--- src/rtl/mem_pkg.sv ---
`default_nettype none

package mem_pkg;

    localparam int XLEN   = 32;
    localparam int REG_AW = 5;

    // 4 KB pages
    localparam int VPPN_W = 20;
    localparam int PPN_W  = 20;

    localparam int TLB_ENTRIES = 8;
    localparam int TLB_IDX_W   = 3;

    // ll counts as load, sc as store
    typedef enum logic [1:0] {
        MEM_NONE  = 2'd0,
        MEM_LOAD  = 2'd1,
        MEM_STORE = 2'd2
    } mem_op_t;

    // exception vector bits
    localparam int EXCP_W    = 6;
    localparam int EXCP_UP   = 0;
    localparam int EXCP_TLBR = 1;
    localparam int EXCP_PIL  = 2;
    localparam int EXCP_PIS  = 3;
    localparam int EXCP_PPI  = 4;
    localparam int EXCP_PME  = 5;

    // dmw csr fields
    localparam int DMW_PLV0_BIT = 0;
    localparam int DMW_PLV3_BIT = 3;
    localparam int DMW_PSEG_LSB = 25;
    localparam int DMW_VSEG_LSB = 29;
    localparam int DMW_SEG_W    = 3;

endpackage

`default_nettype wire
--- src/rtl/mem_stage_top.sv ---
`timescale 1ns/1ps
`default_nettype none

module mem_stage_top (
    input  wire                              clk,
    input  wire                              rst_n_i,
    input  wire                              stall_i,
    input  wire                              flush_i,
    input  wire                              ex_valid_i,
    input  wire  [mem_pkg::XLEN-1:0]         ex_pc_i,
    input  wire  mem_pkg::mem_op_t           ex_op_i,
    input  wire  [mem_pkg::XLEN-1:0]         ex_vaddr_i,
    input  wire  [mem_pkg::REG_AW-1:0]       ex_waddr_i,
    input  wire                              ex_we_i,
    input  wire  [mem_pkg::XLEN-1:0]         ex_wdata_i,
    input  wire                              ex_excp_i,
    input  wire                              tlb_we_i,
    input  wire  [mem_pkg::TLB_IDX_W-1:0]    tlb_idx_i,
    input  wire  [mem_pkg::VPPN_W-1:0]       tlb_vppn_i,
    input  wire  [mem_pkg::PPN_W-1:0]        tlb_ppn_i,
    input  wire                              tlb_v_i,
    input  wire                              tlb_d_i,
    input  wire  [1:0]                       tlb_plv_i,
    input  wire                              csr_da_i,
    input  wire                              csr_pg_i,
    input  wire  [1:0]                       csr_plv_i,
    input  wire  [mem_pkg::XLEN-1:0]         csr_dmw0_i,
    input  wire  [mem_pkg::XLEN-1:0]         csr_dmw1_i,
    output logic                             wb_valid_o,
    output logic [mem_pkg::XLEN-1:0]         wb_pc_o,
    output logic [mem_pkg::REG_AW-1:0]       wb_waddr_o,
    output logic                             wb_we_o,
    output logic [mem_pkg::XLEN-1:0]         wb_wdata_o,
    output logic [mem_pkg::XLEN-1:0]         wb_paddr_o,
    output logic                             wb_excp_o,
    output logic [mem_pkg::EXCP_W-1:0]       wb_excp_vec_o,
    output logic                             wb_tlb_found_o,
    output logic [mem_pkg::TLB_IDX_W-1:0]    wb_tlb_idx_o,
    output logic                             dcache_flush_o,
    output logic                             trans_en_o
);

    // memory-stage request
    logic                          m_valid;
    logic [mem_pkg::XLEN-1:0]      m_pc;
    mem_pkg::mem_op_t              m_op;
    logic [mem_pkg::XLEN-1:0]      m_vaddr;
    logic [mem_pkg::REG_AW-1:0]    m_waddr;
    logic                          m_we;
    logic [mem_pkg::XLEN-1:0]      m_wdata;
    logic                          m_excp;

    // tlb lookup result
    logic                          lk_found;
    logic                          lk_v;
    logic                          lk_d;
    logic [1:0]                    lk_plv;
    logic [mem_pkg::PPN_W-1:0]     lk_ppn;
    logic [mem_pkg::TLB_IDX_W-1:0] lk_idx;

    logic [mem_pkg::XLEN-1:0]      paddr;
    logic [mem_pkg::EXCP_W-1:0]    excp_vec;

    mem_req_reg u_req (
        .clk        (clk),
        .rst_n_i    (rst_n_i),
        .stall_i    (stall_i),
        .flush_i    (flush_i),
        .ex_valid_i (ex_valid_i),
        .ex_pc_i    (ex_pc_i),
        .ex_op_i    (ex_op_i),
        .ex_vaddr_i (ex_vaddr_i),
        .ex_waddr_i (ex_waddr_i),
        .ex_we_i    (ex_we_i),
        .ex_wdata_i (ex_wdata_i),
        .ex_excp_i  (ex_excp_i),
        .m_valid_o  (m_valid),
        .m_pc_o     (m_pc),
        .m_op_o     (m_op),
        .m_vaddr_o  (m_vaddr),
        .m_waddr_o  (m_waddr),
        .m_we_o     (m_we),
        .m_wdata_o  (m_wdata),
        .m_excp_o   (m_excp)
    );

    dtlb_lookup u_tlb (
        .clk           (clk),
        .rst_n_i       (rst_n_i),
        .tlb_we_i      (tlb_we_i),
        .tlb_idx_i     (tlb_idx_i),
        .tlb_vppn_i    (tlb_vppn_i),
        .tlb_ppn_i     (tlb_ppn_i),
        .tlb_v_i       (tlb_v_i),
        .tlb_d_i       (tlb_d_i),
        .tlb_plv_i     (tlb_plv_i),
        .lookup_vppn_i (m_vaddr[mem_pkg::XLEN-1 -: mem_pkg::VPPN_W]),
        .found_o       (lk_found),
        .v_o           (lk_v),
        .d_o           (lk_d),
        .plv_o         (lk_plv),
        .ppn_o         (lk_ppn),
        .idx_o         (lk_idx)
    );

    mem_xlate_check u_xlate (
        .m_valid_i   (m_valid),
        .m_op_i      (m_op),
        .m_vaddr_i   (m_vaddr),
        .m_excp_i    (m_excp),
        .csr_da_i    (csr_da_i),
        .csr_pg_i    (csr_pg_i),
        .csr_plv_i   (csr_plv_i),
        .csr_dmw0_i  (csr_dmw0_i),
        .csr_dmw1_i  (csr_dmw1_i),
        .tlb_found_i (lk_found),
        .tlb_v_i     (lk_v),
        .tlb_d_i     (lk_d),
        .tlb_plv_i   (lk_plv),
        .tlb_ppn_i   (lk_ppn),
        .trans_en_o  (trans_en_o),
        .paddr_o     (paddr),
        .excp_vec_o  (excp_vec),
        .excp_any_o  (dcache_flush_o)
    );

    mem_wb_reg u_wb (
        .clk            (clk),
        .rst_n_i        (rst_n_i),
        .stall_i        (stall_i),
        .flush_i        (flush_i),
        .m_valid_i      (m_valid),
        .m_pc_i         (m_pc),
        .m_waddr_i      (m_waddr),
        .m_we_i         (m_we),
        .m_wdata_i      (m_wdata),
        .paddr_i        (paddr),
        .excp_vec_i     (excp_vec),
        .excp_any_i     (dcache_flush_o),
        .tlb_found_i    (lk_found),
        .tlb_idx_i      (lk_idx),
        .wb_valid_o     (wb_valid_o),
        .wb_pc_o        (wb_pc_o),
        .wb_waddr_o     (wb_waddr_o),
        .wb_we_o        (wb_we_o),
        .wb_wdata_o     (wb_wdata_o),
        .wb_paddr_o     (wb_paddr_o),
        .wb_excp_o      (wb_excp_o),
        .wb_excp_vec_o  (wb_excp_vec_o),
        .wb_tlb_found_o (wb_tlb_found_o),
        .wb_tlb_idx_o   (wb_tlb_idx_o)
    );

endmodule

`default_nettype wire

--- src/rtl/mem_wb_reg.sv ---
`timescale 1ns/1ps
`default_nettype none

module mem_wb_reg (
    input  wire                              clk,
    input  wire                              rst_n_i,
    input  wire                              stall_i,
    input  wire                              flush_i,
    input  wire                              m_valid_i,
    input  wire  [mem_pkg::XLEN-1:0]         m_pc_i,
    input  wire  [mem_pkg::REG_AW-1:0]       m_waddr_i,
    input  wire                              m_we_i,
    input  wire  [mem_pkg::XLEN-1:0]         m_wdata_i,
    input  wire  [mem_pkg::XLEN-1:0]         paddr_i,
    input  wire  [mem_pkg::EXCP_W-1:0]       excp_vec_i,
    input  wire                              excp_any_i,
    input  wire                              tlb_found_i,
    input  wire  [mem_pkg::TLB_IDX_W-1:0]    tlb_idx_i,
    output logic                             wb_valid_o,
    output logic [mem_pkg::XLEN-1:0]         wb_pc_o,
    output logic [mem_pkg::REG_AW-1:0]       wb_waddr_o,
    output logic                             wb_we_o,
    output logic [mem_pkg::XLEN-1:0]         wb_wdata_o,
    output logic [mem_pkg::XLEN-1:0]         wb_paddr_o,
    output logic                             wb_excp_o,
    output logic [mem_pkg::EXCP_W-1:0]       wb_excp_vec_o,
    output logic                             wb_tlb_found_o,
    output logic [mem_pkg::TLB_IDX_W-1:0]    wb_tlb_idx_o
);

    // a stall inserts a bubble, same as a flush
    always_ff @(posedge clk) begin
        if (!rst_n_i || flush_i || stall_i) begin
            wb_valid_o     <= 1'b0;
            wb_we_o        <= 1'b0;
            wb_excp_o      <= 1'b0;
            wb_excp_vec_o  <= '0;
            wb_tlb_found_o <= 1'b0;
        end else begin
            wb_valid_o     <= m_valid_i;
            wb_we_o        <= m_valid_i && m_we_i;
            wb_excp_o      <= excp_any_i;
            wb_excp_vec_o  <= excp_vec_i;
            wb_tlb_found_o <= tlb_found_i;
        end
    end

    always_ff @(posedge clk) begin
        if (!stall_i) begin
            wb_pc_o      <= m_pc_i;
            wb_waddr_o   <= m_waddr_i;
            wb_wdata_o   <= m_wdata_i;
            wb_paddr_o   <= paddr_i;
            wb_tlb_idx_o <= tlb_idx_i;
        end
    end

    a_excp_valid: assert property (@(posedge clk) disable iff (!rst_n_i)
        wb_excp_o |-> wb_valid_o);

endmodule

`default_nettype wire

--- src/rtl/mem_xlate_check.sv ---
`timescale 1ns/1ps
`default_nettype none

module mem_xlate_check (
    input  wire                            m_valid_i,
    input  wire  mem_pkg::mem_op_t         m_op_i,
    input  wire  [mem_pkg::XLEN-1:0]       m_vaddr_i,
    input  wire                            m_excp_i,
    input  wire                            csr_da_i,
    input  wire                            csr_pg_i,
    input  wire  [1:0]                     csr_plv_i,
    input  wire  [mem_pkg::XLEN-1:0]       csr_dmw0_i,
    input  wire  [mem_pkg::XLEN-1:0]       csr_dmw1_i,
    input  wire                            tlb_found_i,
    input  wire                            tlb_v_i,
    input  wire                            tlb_d_i,
    input  wire  [1:0]                     tlb_plv_i,
    input  wire  [mem_pkg::PPN_W-1:0]      tlb_ppn_i,
    output logic                           trans_en_o,
    output logic [mem_pkg::XLEN-1:0]       paddr_o,
    output logic [mem_pkg::EXCP_W-1:0]     excp_vec_o,
    output logic                           excp_any_o
);

    logic is_load;
    logic is_store;
    logic pg_mode;
    logic dmw0_hit;
    logic dmw1_hit;
    logic page_hit;
    logic plv_over;
    logic excp_tlbr;
    logic excp_pil;
    logic excp_pis;
    logic excp_ppi;
    logic excp_pme;

    function automatic logic dmw_hit(input logic [mem_pkg::XLEN-1:0] dmw,
                                     input logic [1:0] plv,
                                     input logic [mem_pkg::DMW_SEG_W-1:0] vseg);
        logic plv_ok;
        plv_ok = (dmw[mem_pkg::DMW_PLV0_BIT] && plv == 2'd0) ||
                 (dmw[mem_pkg::DMW_PLV3_BIT] && plv == 2'd3);
        return plv_ok && (dmw[mem_pkg::DMW_VSEG_LSB +: mem_pkg::DMW_SEG_W] == vseg);
    endfunction

    assign is_load  = (m_op_i == mem_pkg::MEM_LOAD);
    assign is_store = (m_op_i == mem_pkg::MEM_STORE);
    assign pg_mode  = csr_pg_i && !csr_da_i;

    assign dmw0_hit = dmw_hit(csr_dmw0_i, csr_plv_i,
                              m_vaddr_i[mem_pkg::DMW_VSEG_LSB +: mem_pkg::DMW_SEG_W]);
    assign dmw1_hit = dmw_hit(csr_dmw1_i, csr_plv_i,
                              m_vaddr_i[mem_pkg::DMW_VSEG_LSB +: mem_pkg::DMW_SEG_W]);

    assign trans_en_o = (is_load || is_store) && m_valid_i && pg_mode && !dmw0_hit && !dmw1_hit;

    always_comb begin
        if (trans_en_o) begin
            paddr_o = {tlb_ppn_i, m_vaddr_i[mem_pkg::XLEN-mem_pkg::PPN_W-1:0]};
        end else if (dmw0_hit) begin
            paddr_o = {csr_dmw0_i[mem_pkg::DMW_PSEG_LSB +: mem_pkg::DMW_SEG_W],
                       m_vaddr_i[mem_pkg::DMW_VSEG_LSB-1:0]};
        end else if (dmw1_hit) begin
            paddr_o = {csr_dmw1_i[mem_pkg::DMW_PSEG_LSB +: mem_pkg::DMW_SEG_W],
                       m_vaddr_i[mem_pkg::DMW_VSEG_LSB-1:0]};
        end else begin
            paddr_o = m_vaddr_i;
        end
    end

    // page faults only apply to an entry that matched
    assign page_hit  = trans_en_o && tlb_found_i;
    assign plv_over  = csr_plv_i > tlb_plv_i;
    assign excp_tlbr = trans_en_o && !tlb_found_i;
    assign excp_pil  = page_hit && is_load && !tlb_v_i;
    assign excp_pis  = page_hit && is_store && !tlb_v_i;
    assign excp_ppi  = page_hit && tlb_v_i && plv_over;
    assign excp_pme  = page_hit && is_store && tlb_v_i && !plv_over && !tlb_d_i;

    always_comb begin
        excp_vec_o                     = '0;
        excp_vec_o[mem_pkg::EXCP_UP]   = m_excp_i;
        excp_vec_o[mem_pkg::EXCP_TLBR] = excp_tlbr;
        excp_vec_o[mem_pkg::EXCP_PIL]  = excp_pil;
        excp_vec_o[mem_pkg::EXCP_PIS]  = excp_pis;
        excp_vec_o[mem_pkg::EXCP_PPI]  = excp_ppi;
        excp_vec_o[mem_pkg::EXCP_PME]  = excp_pme;
    end

    assign excp_any_o = m_valid_i && (|excp_vec_o);

endmodule

`default_nettype wire

--- src/rtl/dtlb_lookup.sv ---
`timescale 1ns/1ps
`default_nettype none

module dtlb_lookup (
    input  wire                              clk,
    input  wire                              rst_n_i,
    input  wire                              tlb_we_i,
    input  wire  [mem_pkg::TLB_IDX_W-1:0]    tlb_idx_i,
    input  wire  [mem_pkg::VPPN_W-1:0]       tlb_vppn_i,
    input  wire  [mem_pkg::PPN_W-1:0]        tlb_ppn_i,
    input  wire                              tlb_v_i,
    input  wire                              tlb_d_i,
    input  wire  [1:0]                       tlb_plv_i,
    input  wire  [mem_pkg::VPPN_W-1:0]       lookup_vppn_i,
    output logic                             found_o,
    output logic                             v_o,
    output logic                             d_o,
    output logic [1:0]                       plv_o,
    output logic [mem_pkg::PPN_W-1:0]        ppn_o,
    output logic [mem_pkg::TLB_IDX_W-1:0]    idx_o
);

    logic [mem_pkg::TLB_ENTRIES-1:0] ent_exists;
    logic [mem_pkg::TLB_ENTRIES-1:0] ent_v;
    logic [mem_pkg::TLB_ENTRIES-1:0] ent_d;
    logic [1:0]                      ent_plv  [mem_pkg::TLB_ENTRIES];
    logic [mem_pkg::VPPN_W-1:0]      ent_vppn [mem_pkg::TLB_ENTRIES];
    logic [mem_pkg::PPN_W-1:0]       ent_ppn  [mem_pkg::TLB_ENTRIES];
    logic [mem_pkg::TLB_ENTRIES-1:0] hit;

    // an entry written with v low still exists
    always_ff @(posedge clk) begin
        if (!rst_n_i) begin
            ent_exists <= '0;
        end else if (tlb_we_i) begin
            ent_exists[tlb_idx_i] <= 1'b1;
        end
    end

    always_ff @(posedge clk) begin
        if (tlb_we_i) begin
            ent_v[tlb_idx_i]    <= tlb_v_i;
            ent_d[tlb_idx_i]    <= tlb_d_i;
            ent_plv[tlb_idx_i]  <= tlb_plv_i;
            ent_vppn[tlb_idx_i] <= tlb_vppn_i;
            ent_ppn[tlb_idx_i]  <= tlb_ppn_i;
        end
    end

    always_comb begin
        for (int i = 0; i < mem_pkg::TLB_ENTRIES; i++) begin
            hit[i] = ent_exists[i] && (ent_vppn[i] == lookup_vppn_i);
        end
    end

    // scan downward so the lowest matching index is kept
    always_comb begin
        found_o = 1'b0;
        idx_o   = '0;
        for (int i = mem_pkg::TLB_ENTRIES - 1; i >= 0; i--) begin
            if (hit[i]) begin
                found_o = 1'b1;
                idx_o   = mem_pkg::TLB_IDX_W'(i);
            end
        end
    end

    assign v_o   = found_o && ent_v[idx_o];
    assign d_o   = found_o && ent_d[idx_o];
    assign plv_o = found_o ? ent_plv[idx_o] : 2'd0;
    assign ppn_o = found_o ? ent_ppn[idx_o] : '0;

    a_we_known: assert property (@(posedge clk) disable iff (!rst_n_i)
        tlb_we_i |-> !$isunknown({tlb_idx_i, tlb_vppn_i}));

endmodule

`default_nettype wire

--- src/rtl/mem_req_reg.sv ---
`timescale 1ns/1ps
`default_nettype none

module mem_req_reg (
    input  wire                            clk,
    input  wire                            rst_n_i,
    input  wire                            stall_i,
    input  wire                            flush_i,
    input  wire                            ex_valid_i,
    input  wire  [mem_pkg::XLEN-1:0]       ex_pc_i,
    input  wire  mem_pkg::mem_op_t         ex_op_i,
    input  wire  [mem_pkg::XLEN-1:0]       ex_vaddr_i,
    input  wire  [mem_pkg::REG_AW-1:0]     ex_waddr_i,
    input  wire                            ex_we_i,
    input  wire  [mem_pkg::XLEN-1:0]       ex_wdata_i,
    input  wire                            ex_excp_i,
    output logic                           m_valid_o,
    output logic [mem_pkg::XLEN-1:0]       m_pc_o,
    output mem_pkg::mem_op_t               m_op_o,
    output logic [mem_pkg::XLEN-1:0]       m_vaddr_o,
    output logic [mem_pkg::REG_AW-1:0]     m_waddr_o,
    output logic                           m_we_o,
    output logic [mem_pkg::XLEN-1:0]       m_wdata_o,
    output logic                           m_excp_o
);

    // flush wins over stall
    always_ff @(posedge clk) begin
        if (!rst_n_i || flush_i) begin
            m_valid_o <= 1'b0;
            m_op_o    <= mem_pkg::MEM_NONE;
            m_we_o    <= 1'b0;
            m_excp_o  <= 1'b0;
        end else if (!stall_i) begin
            m_valid_o <= ex_valid_i;
            m_op_o    <= ex_valid_i ? ex_op_i : mem_pkg::MEM_NONE;
            m_we_o    <= ex_valid_i && ex_we_i;
            m_excp_o  <= ex_valid_i && ex_excp_i;
        end
    end

    always_ff @(posedge clk) begin
        if (!stall_i) begin
            m_pc_o    <= ex_pc_i;
            m_vaddr_o <= ex_vaddr_i;
            m_waddr_o <= ex_waddr_i;
            m_wdata_o <= ex_wdata_i;
        end
    end

    a_op_legal: assert property (@(posedge clk) disable iff (!rst_n_i)
        m_valid_o |-> (m_op_o inside {mem_pkg::MEM_NONE, mem_pkg::MEM_LOAD, mem_pkg::MEM_STORE}));

endmodule

`default_nettype wire

--- config.mk ---
export PLATFORM = sky130hd
export DESIGN_NAME = mem_stage_top
export DESIGN_NICKNAME = d
export VERILOG_FILES = /design/src/rtl/mem_pkg.sv /design/src/rtl/mem_stage_top.sv /design/src/rtl/mem_wb_reg.sv /design/src/rtl/mem_xlate_check.sv /design/src/rtl/dtlb_lookup.sv /design/src/rtl/mem_req_reg.sv
export SDC_FILE = /design/constraint.sdc
export NUM_CORES = 1
export LEC_CHECK = 0
export ABC_AREA = 1
export BUFFER_PORTS_ARGS = -buffer_cell sky130_fd_sc_hd__buf_2
export CORE_ASPECT_RATIO = 1.5
export CORE_UTILIZATION = 48
export CTS_BUF_LIST = sky130_fd_sc_hd__clkbuf_16
export DETAILED_ROUTE_END_ITERATION = 8
export PLACE_DENSITY = 0.8
export SLEW_MARGIN = 10
export SYNTH_ARGS = -nofsm -noshare
export SYNTH_HDL_FRONTEND = slang
export SYNTH_SLANG_ARGS = --single-unit
--- constraint.sdc ---
create_clock -name clk -period 4.4 [get_ports clk]
set_clock_uncertainty 0.15 [all_clocks]
set_input_delay 0 -clock clk [delete_from_list [all_inputs] [get_ports clk]]
set_output_delay 0 -clock clk [all_outputs]
set_load 0.02 [all_outputs]
==> results.sh, run 1 <==
export IMPL_cts_root_buf="clkbuf_16"
export IMPL_grtUsageTotal=0.299
export IMPL_antenna_found_initial=3
export IMPL_start_kind="flop"
export IMPL_outcome="complete, but fails checks"
export IMPL_critical_path_class="flop to primary output"
export IMPL_rsz0062_at_grt="yes"
export IMPL_die_w_um=184
export IMPL_grt_max_degree=174
export IMPL_clkTransAtPathRegs_ns=0.06
export IMPL_seq_area_frac_synth=0.719
export IMPL_holdWs_ns=-0.00516
export IMPL_arrival_ns=4.21
export IMPL_ys_warn_count=0
export IMPL_io_pins=342
export IMPL_worstSkewPairLatency_ns=0.62
export IMPL_clk_path_buf_depth=3
export IMPL_first_global_vias=18900
export IMPL_drt_pass1_iter_count=7
export IMPL_synth_top_area_cell="edfxtp_1"
export IMPL_synth_main_ff_cell="edfxtp_1"
export IMPL_synth_edf_count=557
export IMPL_htreeDepth=2
export IMPL_fmax_mhz=229
export IMPL_finalCritPeriodShare=0.991
export IMPL_ys_types=48
export IMPL_tightest_slew_ns=1.21
export IMPL_switchingPower_mw=2.94
export IMPL_total_leakage_power_nw=12.4
export IMPL_start_util=0.489
export IMPL_slew_headroom=0.190
export IMPL_drt_iter0_drc=1582
export IMPL_critical_path_startpoint="u_req.m_vaddr_o[26]"
export IMPL_ir_worst_vdd_v=0.000364
export IMPL_cp_max_fo=8
export IMPL_die_height_um=275
export IMPL_overflow=0
export IMPL_clkPwrFrac=0.399
export IMPL_final_hold_viol_count=1
export IMPL_wirelength_um=76200
export IMPL_swShare=0.232
export IMPL_setup_viol=0
export IMPL_die_area_sq_mm=0.0507
export IMPL_syn_inst=1962
export IMPL_core_area_sq_mm=0.0489
export IMPL_wl_per_cell_um=23.1
export IMPL_synth_top_area_frac=0.699
export IMPL_p_per_area_mw_per_mm2=403
export IMPL_crit_required_ns=4.25
export IMPL_port_buffers=293
export IMPL_hp_start="ex_vaddr_i[18]"
export IMPL_async_flop_share=0
export IMPL_syn_area_sq_mm=0.0239
export IMPL_grt_pass1_wl_um=110000
export IMPL_design_area_sq_mm=0.0314
export IMPL_cap_violations=0
export IMPL_place_gp_congestion=1.13
export IMPL_cts_tree="built"
export IMPL_p_seq_frac=0.508
export IMPL_drv_slew=0
export IMPL_viasPerCell=5.58
export IMPL_cts_buffers=53
export IMPL_antenna_left=0
export IMPL_fin_crit_ns=4.36
export IMPL_intPower_mw=9.74
export IMPL_dpl_instance_area_sq_mm=0.0262
export IMPL_hold_path_class="primary input to flop"
export IMPL_yosys_top_cells_count="edfxtp_1, nand2_1, nand3_1"
export IMPL_utilization=0.643
export IMPL_cts_num_sinks=580
export IMPL_synth_seq_cells=580
export IMPL_synth_most_common_cell="edfxtp_1"
export IMPL_reg2reg_from="u_req.m_vaddr_o[16]"
export IMPL_critPathCaptureType="primary output"
export IMPL_drc=0
export IMPL_area_delta_synth_final_pct=31.5
export IMPL_dp_hpwl_um=46700
export IMPL_detailroute_via_count=18400
export IMPL_nets=2821
export IMPL_synth_fp_nets=2192
export IMPL_synth_area_top_cells="edfxtp_1, nand2_1, nand3_1, nor2_1, inv_1"
export IMPL_drive_gt1_frac=0.222
export IMPL_avgSynthCellArea_sq_um=12.2
export IMPL_rows=99
export IMPL_fillers=3507
export IMPL_violations="hold timing"
export IMPL_combPwrFrac=0.093
export IMPL_setup_tns_ns=0
## worst paths after layout
path	slack (ns)	to	cells past startpoint
setup reg to reg	0.60	u_wb.wb_paddr_o[26]	19
hold reg to reg	0.27	u_wb.wb_wdata_o[22]	0
setup / recovery	0.04	dcache_flush_o	24
hold / removal	-0.005	u_req.m_vaddr_o[18]	2
## cell usage in the layout (no fill, tap or decap), types with 12 or more instances in the layout
master / instances
dfxtp_1: 23
dlygate4sd3_1: 273
clkbuf_16: 54
nor2_1: 149
o21ai_0: 29
or2_2: 17
buf_2: 292
nor3_1: 14
edfxtp_1: 557
nand2_2: 19
inv_2: 12
buf_4: 68
nand3_2: 25
nand4_1: 43
xnor2_1: 19
o22ai_1: 19
clkinv_1: 14
inv_1: 152
a21oi_1: 25
xor2_1: 16
nand3_1: 216
nor4_1: 24
nand2_1: 417
bufinv_16: 12
## per-layer routing
| metal | GRT usage | share of wire |
|---|---|---|
| met1 | 0.328 | 0.34 |
| met2 | 0.515 | 0.49 |
| met3 | 0.0685 | 0.090 |
| met4 | 0.208 | 0.074 |
| met5 | 0 | 0 |
## logic make-up (layout without fill, tap and decap cells)
family,Yosys count,count (layout),synth area share
other cells,0,3,0
flops,580,580,0.719
xor+xnor,43,43,0.0157
compound gates,112,112,0.0281
simple gates,978,979,0.187
fa+ha+maj,4,4,0.00209
buf+inv,245,916,0.0479
## metrics by stage
| stage | power (mW) | instances | setup WS (ns) |
|---|---|---|---|
| after CTS | 12.6 | 3263 | 0.00431 |
| after floorplan | 7.00 | 1962 | 0.857 |
| after global placement | 7.41 | 2884 | 0.392 |
| after global routing | 13.0 | 3293 | -0.161 |
| final | 12.7 | 3293 | 0.0382 |
| after detailed placement | 7.44 | 2884 | 0.386 |
## power groups by stage
stage                     Clock (mW)  Combinational (mW)  Sequential (mW)
after CTS                       5.08                1.09             6.44
after floorplan                    0               0.387             6.61
after detailed placement           0               0.885             6.55
after global routing            5.30                1.24             6.47
after global placement             0               0.865             6.54
final                           5.06                1.18             6.45
## sequential cells by signal (all words and copies together) (netlist names), 2 cells and up
register,count
u_tlb.ent_vppn,160
u_tlb.ent_exists,8
u_wb.wb_wdata_o,32
u_wb.wb_waddr_o,5
u_wb.wb_pc_o,32
u_wb.wb_paddr_o,32
u_tlb.ent_ppn,160
u_req.m_pc_o,32
u_req.m_wdata_o,32
u_tlb.ent_d,8
u_req.m_waddr_o,5
u_wb.wb_excp_vec_o,6
u_wb.wb_tlb_idx_o,3
u_req.m_op_o,2
u_tlb.ent_plv,16
u_req.m_vaddr_o,32
u_tlb.ent_v,8
## final cells by class
type,instances,area [sq um],share of cell area
antenna,3,7.51,0.000239
clock inverter,44,573,0.0182
tap,656,821,0.0261
timing repair buffer,646,4900,0.156
sequential,580,17200,0.547
clock buffer,54,1350,0.0430
multi-input combinational,1138,5930,0.188
inverter,172,679,0.0216
## critical path, stage by stage, from the launching register on
cell	delay (ns)
edfxtp_1	0.45
inv_4	0.13
nand2_1	0.11
nand2_1	0.23
nor2_1	0.20
nand2_2	0.17
nor4_2	0.25
nand3_1	0.12
nand2_1	0.11
nor2_1	0.08
buf_4	0.16
inv_2	0.11
nor2_2	0.05
buf_4	0.17
nand3_1	0.07
nand2_1	0.06
ha_1	0.28
a22oi_2	0.19
inv_1	0.08
nor2_2	0.15
a21oi_1	0.10
nand3_2	0.09
nand2_1	0.06
inv_1	0.05
buf_4	0.13
## what timing repair did
item | CTS | global route
cloned | 0 | 1
resized for setup | 8 | 71
hold endpoints to repair | 611 | 0
setup endpoints to repair | 1 | 1
buffers inserted | 8 | 25
hold buffers | 273 | 0
pin swaps | 1 | 19
No activity file was read; power rests on OpenSTA's default activity.
==> inputs of run 2 (changes only) <==
--- a/config.mk
+++ b/config.mk
@@ -8,10 +8,10 @@
 export ABC_AREA = 1
 export BUFFER_PORTS_ARGS = -buffer_cell sky130_fd_sc_hd__buf_2
 export CORE_ASPECT_RATIO = 1.5
-export CORE_UTILIZATION = 48
+export CORE_UTILIZATION = 52
 export CTS_BUF_LIST = sky130_fd_sc_hd__clkbuf_16
 export DETAILED_ROUTE_END_ITERATION = 8
-export PLACE_DENSITY = 0.8
+export PLACE_DENSITY = 0.85
 export SLEW_MARGIN = 10
 export SYNTH_ARGS = -nofsm -noshare
 export SYNTH_HDL_FRONTEND = slang
==> run 2 against run 1 <==
Effect of this change: the flow finishes with violations (setup timing); core utilization is 5.6 points higher; wire length increased by 3.6%; count of clock-buffer cells in the layout decreased by 1; setup slack worse by 0.16 ns; sequential power about the same; register-to-register slack worse by 0.31 ns; non-clock buffer count is 43 higher; worst hold slack improved by 0.073 ns; maximum frequency fell by 3.5%; critical path type unchanged; highest routed layer unchanged.
==> results.sh, run 2 (same netlist as run 1, synthesis figures left out) <==
export IMPL_grt_max_degree=129
export IMPL_clk_path_buf_depth=3
export IMPL_port_buffers=293
export IMPL_grtUsageTotal=0.331
export IMPL_clkTransAtPathRegs_ns=0.07
export IMPL_die_area_sq_mm=0.0469
export IMPL_first_global_vias=19000
export IMPL_setup_viol=1
export IMPL_cp_slowest_cell="edfxtp_1"
export IMPL_r2r_cells=20
export IMPL_drt_pass1_iter_count=6
export IMPL_core_area_sq_mm=0.0450
export IMPL_mostFrequentLayoutCell="edfxtp_1"
export IMPL_cts_buffers=53
export IMPL_rows=95
export IMPL_p_per_area_mw_per_mm2=390
export IMPL_drive_gt1_frac=0.239
export IMPL_fin_crit_ns=4.52
export IMPL_wl_per_cell_um=24.2
export IMPL_wirelength_um=78900
export IMPL_worstSkewPairLatency_ns=0.61
export IMPL_io_pins=342
export IMPL_grt_pass1_wl_um=113000
export IMPL_hold_path_class="primary input to flop"
export IMPL_swShare=0.241
export IMPL_final_hold_viol_count=0
export IMPL_area_delta_synth_final_pct=31.7
export IMPL_layout_common_cells="edfxtp_1, nand2_1, buf_2"
export IMPL_max_stage_delay_ns=0.48
export IMPL_clkPwrFrac=0.375
export IMPL_switchingPower_mw=2.97
export IMPL_fillers=2893
export IMPL_finalCritPeriodShare=1.03
export IMPL_cp_max_fo=11
export IMPL_critical_path_class="flop to primary output"
export IMPL_layout_top_registers="u_tlb.ent_ppn (160), u_tlb.ent_vppn (160)"
export IMPL_detailroute_via_count=18700
export IMPL_cts_tree="built"
export IMPL_total_leakage_power_nw=12.6
export IMPL_outcome="complete, but fails checks"
export IMPL_arrival_ns=4.37
export IMPL_die_height_um=265
export IMPL_p_seq_frac=0.525
export IMPL_regToRegSetupSlack_ns=0.29
export IMPL_crit_required_ns=4.25
export IMPL_overflow=0
export IMPL_cts_num_sinks=580
export IMPL_antenna_left=0
export IMPL_fmax_mhz=221
export IMPL_start_kind="flop"
export IMPL_hp_start="ex_wdata_i[18]"
export IMPL_reg2reg_from="u_req.m_vaddr_o[25]"
export IMPL_place_inst=2834
export IMPL_ir_worst_vdd_v=0.000396
export IMPL_cap_violations=0
export IMPL_setup_tns_ns=-0.119
export IMPL_min_path_cells=2
export IMPL_fin_ws_ns=-0.119
export IMPL_drv_slew=0
export IMPL_hold_path_end="u_req.m_wdata_o[18]"
export IMPL_slew_headroom=0.186
export IMPL_combPwrFrac=0.100
export IMPL_timing_rr_end="u_wb.wb_paddr_o[13]"
export IMPL_htreeDepth=2
export IMPL_p_total_mw=12.3
export IMPL_antenna_found_initial=1
export IMPL_violations="setup timing"
export IMPL_start_util=0.531
export IMPL_drc=0
export IMPL_dp_hpwl_um=47800
export IMPL_viasPerCell=5.75
export IMPL_rsz0062_at_grt="yes"
export IMPL_nets=2863
export IMPL_fin_cells=3257
export IMPL_cts_root_buf="clkbuf_16"
export IMPL_die_w_um=177
export IMPL_crit_path_frequent_cell="nand2_1"
export IMPL_intPower_mw=9.33
export IMPL_pre_cts_ws_ns=0.421
export IMPL_drt_iter0_drc=1968
export IMPL_tightest_slew_ns=1.22
export IMPL_critPathCaptureType="primary output"
export IMPL_place_gp_congestion=0.980
run 2: cell count changes in the layout (fill, tap and decap cells not counted), moves of 3 or more:
cell / change
nand2_1: -5
clkinv_4: +6
nor2_1: +3
bufinv_16: -7
clkinv_2: +3
nand2_2: +4
nor4_1: +3
inv_6: -3
dlygate4sd3_1: -4
nand3_1: -7
nand3_2: +6
buf_4: +45
run 2: cell type report:
cell class / count / area [sq um] / share of cell area
Antenna cell: 1 / 2.50 / 0.0000795
Multi-Input combinational cell: 1137 / 5930 / 0.188
Inverter: 172 / 693 / 0.0220
Sequential cell: 580 / 17200 / 0.546
Clock buffer: 53 / 1330 / 0.0421
Timing Repair Buffer: 689 / 5250 / 0.167
Tap cell: 582 / 728 / 0.0231
Clock inverter: 43 / 372 / 0.0118
run 2: what timing repair did:
item	in CTS	in global routing
pin swaps	2	26
hold buffers	269	0
gates cloned	0	1
setup buffers	18	38
endpoints found under the setup margin	1	1
gates resized for setup	12	80
endpoints found under the hold margin	594	0
run 2: worst max-delay path by stage:
stage | from | end | cells after the start
floorplan | stall_i | u_req.m_pc_o[0] | 1
global placement | u_req.m_vaddr_o[13] | dcache_flush_o | 23
detailed placement | u_req.m_vaddr_o[21] | dcache_flush_o | 25
CTS | u_req.m_vaddr_o[13] | dcache_flush_o | 23
global route | u_req.m_vaddr_o[25] | dcache_flush_o | 30
finish | u_req.m_vaddr_o[25] | dcache_flush_o | 28
run 2: power groups by stage:
| stage | combinational (mW) | sequential, mW | clock [mW] |
|---|---|---|---|
| after floorplan | 0.387 | 6.61 | 0 |
| after global placement | 0.884 | 6.55 | 0 |
| after detailed placement | 0.897 | 6.57 | 0 |
| after CTS | 1.13 | 6.44 | 4.58 |
| after global routing | 1.29 | 6.47 | 4.82 |
| final | 1.23 | 6.45 | 4.61 |
run 2: critical path: cells and delay by family (launching register included):
kind            cells  cell delay [ns]
flops               1             0.48
buf+inv             5             0.51
fa+ha+maj           1             0.27
simple gates       21             2.38
compound gates      1             0.09
run 2: stage by stage:
stage | utilization | hold slack, ns | instance area (sq um)
floorplan | - | -0.0511 | 23900
CTS | 0.684 | 0.00966 | 30800
global route | 0.699 | 0.0636 | 31500
global placement | 0.582 | 0.0260 | 26200
detailed placement | 0.582 | 0.0281 | 26200
finish | 0.699 | 0.0681 | 31500
run 2: metal layers:
metal / wire [um] / share of wire / vias to the layer above / global-route usage
met5: 0 / 0 / - / 0
met4: 6070 / 0.077 / 0 / 0.228
met3: 6370 / 0.081 / 297 / 0.0513
met2: 39900 / 0.51 / 1219 / 0.575
met1: 26500 / 0.34 / 8998 / 0.370
li1: - / - / 8216 / -
==> inputs of run 3 (changes only) <==
--- a/config.mk
+++ b/config.mk
@@ -5,10 +5,9 @@
 export SDC_FILE = /design/constraint.sdc
 export NUM_CORES = 1
 export LEC_CHECK = 0
-export ABC_AREA = 1
 export BUFFER_PORTS_ARGS = -buffer_cell sky130_fd_sc_hd__buf_2
 export CORE_ASPECT_RATIO = 1.5
-export CORE_UTILIZATION = 52
+export CORE_UTILIZATION = 51
 export CTS_BUF_LIST = sky130_fd_sc_hd__clkbuf_16
 export DETAILED_ROUTE_END_ITERATION = 8
 export PLACE_DENSITY = 0.85
==> run 3 against run 2 <==
Effect of this change: the flow finishes with violations (hold timing, setup timing); maximum frequency shrank 12%; critical endpoint unchanged; worst hold slack lost 0.073 ns; setup slack lost 0.62 ns; die area shrank 4.0%; via count shrank 24%; count of clock-buffer cells in the layout grew 1; area after synthesis shrank 5.9%; cell count shrank 20%; first-iteration DRC count shrank 48%.
==> results.sh, run 3 <==
export IMPL_outcome="complete, but fails checks"
export IMPL_violations="hold timing, setup timing"
export IMPL_worstSkewPairLatency_ns=0.59
export IMPL_core_area_sq_mm=0.0432
export IMPL_synth_xor_area_frac=0.0666
export IMPL_cts_tree="built"
export IMPL_area_delta_synth_final_pct=35.0
export IMPL_synth_most_common_cell="edfxtp_1"
export IMPL_avgSynthCellArea_sq_um=17.5
export IMPL_synthAdderAreaFrac=0.00222
export IMPL_async_flop_share=0
export IMPL_swShare=0.220
export IMPL_io_pins=342
export IMPL_drt_iter0_drc=1030
export IMPL_cp_slowest_cell="edfxtp_1"
export IMPL_hold_path_class="primary input to flop"
export IMPL_setup_viol=11
export IMPL_layout_common_cells="edfxtp_1, buf_2, dlygate4sd3_1"
export IMPL_layout_top_registers="u_tlb.ent_ppn (160), u_tlb.ent_vppn (160)"
export IMPL_fin_ws_ns=-0.743
export IMPL_start_kind="flop"
export IMPL_nets=2224
export IMPL_finalCritPeriodShare=1.17
export IMPL_synth_main_ff_cell="edfxtp_1"
export IMPL_synth_top_area_frac=0.743
export IMPL_min_path_cells=2
export IMPL_drc=0
export IMPL_first_global_vias=15200
export IMPL_seq_area_frac_synth=0.764
export IMPL_synth_fp_nets=1512
export IMPL_syn_inst=1282
export IMPL_busiest_layer="met2"
export IMPL_design_area_sq_mm=0.0304
export IMPL_p_per_area_mw_per_mm2=411
export IMPL_detailroute_via_count=14300
export IMPL_grtUsageMet2=0.509
export IMPL_cts_root_buf="clkbuf_16"
export IMPL_drv_slew=0
export IMPL_critical_path_class="flop to primary output"
export IMPL_grt_util_met3=0.0510
export IMPL_arrival_ns=4.99
export IMPL_port_buffers=293
export IMPL_ir_worst_vdd_v=0.000379
export IMPL_combPwrFrac=0.091
export IMPL_drive_gt1_frac=0.292
export IMPL_ys_warn_count=0
export IMPL_clkPwrFrac=0.393
export IMPL_holdWs_ns=-0.00513
export IMPL_synth_top_family_by_area="XOR/XNOR gates"
export IMPL_synth_area_top_cells="edfxtp_1, mux2i_1, xnor2_1, dfxtp_1, nand4_1"
export IMPL_cp_max_fo=8
export IMPL_synth_area_mux_share=0.0616
export IMPL_place_inst=2242
export IMPL_grtUsageTotal=0.283
export IMPL_die_area_sq_mm=0.0450
export IMPL_clk_path_buf_depth=3
export IMPL_antenna_left=0
export IMPL_yosys_area_share_simple=0.0597
export IMPL_overflow=0
export IMPL_rsz0062_at_grt="yes"
export IMPL_cts_num_sinks=580
export IMPL_p_seq_frac=0.516
export IMPL_cts_buffers=52
export IMPL_start_util=0.521
export IMPL_grt_pass1_wl_um=92700
export IMPL_dp_hpwl_um=40300
export IMPL_use_met1=0.310
export IMPL_clkTransAtPathRegs_ns=0.07
export IMPL_dpl_instance_area_sq_mm=0.0256
export IMPL_crit_required_ns=4.25
export IMPL_viasPerCell=5.48
export IMPL_syn_area_sq_mm=0.0225
export IMPL_htreeDepth=2
export IMPL_synth_compound_area_frac=0.0293
export IMPL_synth_edf_count=557
export IMPL_total_leakage_power_nw=10.8
export IMPL_rows=93
export IMPL_die_w_um=173
export IMPL_slew_headroom=0.315
export IMPL_mostFrequentLayoutCell="edfxtp_1"
export IMPL_synth_top_area_cell="edfxtp_1"
export IMPL_intPower_mw=9.73
export IMPL_fin_crit_ns=5.14
export IMPL_grt_max_degree=140
export IMPL_synth_seq_cells=580
export IMPL_place_gp_congestion=0.972
export IMPL_critPathCaptureType="primary output"
export IMPL_antenna_found_initial=5
export IMPL_r2r_cells=15
export IMPL_yosys_top_cells_count="edfxtp_1, mux2i_1, xnor2_1"
export IMPL_final_hold_viol_count=1
export IMPL_utilization=0.704
export IMPL_ys_types=61
export IMPL_wl_per_cell_um=24.3
export IMPL_die_height_um=259
export IMPL_wirelength_um=63500
export IMPL_setup_tns_ns=-1.33
export IMPL_tightest_slew_ns=1.03
export IMPL_max_stage_delay_ns=0.42
export IMPL_path_cells="buf_4 -> xnor2_1 -> nand3_1 -> nor4_2 -> buf_4 -> nand2_1 -> a221o_1 -> a221oi_4 -> buf_12 -> buf_8 -> mux2_4 -> o211ai_1 -> nand2_1 -> ha_1 -> nand2_1 -> o21ai_2 -> nand4b_1 -> a311oi_2 -> o31ai_2 -> a21oi_2 -> buf_4"
export IMPL_cap_violations=0
export IMPL_drt_pass1_iter_count=5
export IMPL_fmax_mhz=194
export IMPL_switchingPower_mw=2.75
export IMPL_fin_cells=2610
[run 3: layout make-up]
cell class,count,area [sq um]
diodes,5,12.5
clock buffers,54,1350
clock inverters,41,505
fillers,2673,12800
inverters,11,45.0
multi-input cells,644,5270
flip-flops and latches,580,17200
well taps,570,713
repair buffers,705,5290
[run 3: metrics by stage]
stage	total power, mW	setup slack, ns
floorplan	6.95	0.0104
global placement	7.42	-0.414
detailed placement	7.44	-0.548
CTS	12.5	-0.761
global route	12.8	-0.953
finish	12.5	-0.743
[run 3: kinds of logic after synthesis]
| kind of cell | after synthesis |
|---|---|
| buffers and inverters | 58 |
| DFF | 580 |
| xor gates and xnor gates | 166 |
| adders and majority gates | 4 |
| AOI/OAI and AO/OA | 86 |
| and+or+nand+nor | 250 |
| muxes | 138 |
[run 3: metal layers]
| layer | vias up | part of all wire |
|---|---|---|
| met1 | 7027 | 0.35 |
| met5 | - | 0 |
| met2 | 707 | 0.52 |
| met4 | 0 | 0.064 |
| met3 | 182 | 0.068 |
| li1 | 6398 | - |
[run 3: path summary, 6_finish.rpt]
path                  startpoint                   to  slack (ns)
max          u_req.m_vaddr_o[23]       dcache_flush_o       -0.74
min               ex_vaddr_i[22]  u_req.m_vaddr_o[22]      -0.005
max reg2reg  u_req.m_vaddr_o[23]  u_wb.wb_paddr_o[25]       -0.15
min reg2reg   u_req.m_vaddr_o[5]   u_wb.wb_paddr_o[5]        0.27
[run 3: critical path: cells and delay by family (launching register included)]
family                   cells  cell delay [ns]
flip-flops                   1             0.42
XOR/XNOR                     1             0.27
AND/OR/NAND/NOR              6             0.84
buffers and inverters        5             0.84
adder cells (fa/ha/maj)      1             0.27
multiplexers                 1             0.30
AO/OA/AOI/OAI                7             1.47
[run 3: power groups by stage]
stage / clock network, mW / registers (mW) / logic [mW]
floorplan: 0 / 6.61 / 0.346
global placement: 0 / 6.53 / 0.885
detailed placement: 0 / 6.55 / 0.896
CTS: 4.93 / 6.44 / 1.11
global route: 5.14 / 6.46 / 1.19
finish: 4.91 / 6.44 / 1.13
[run 3: timing repair]
item	CTS	global route
hold buffers	257	0
setup buffers	11	2
endpoints found under the hold margin	514	0
pin swaps	23	10
resized for setup	48	6
endpoints found under the setup margin	14	14
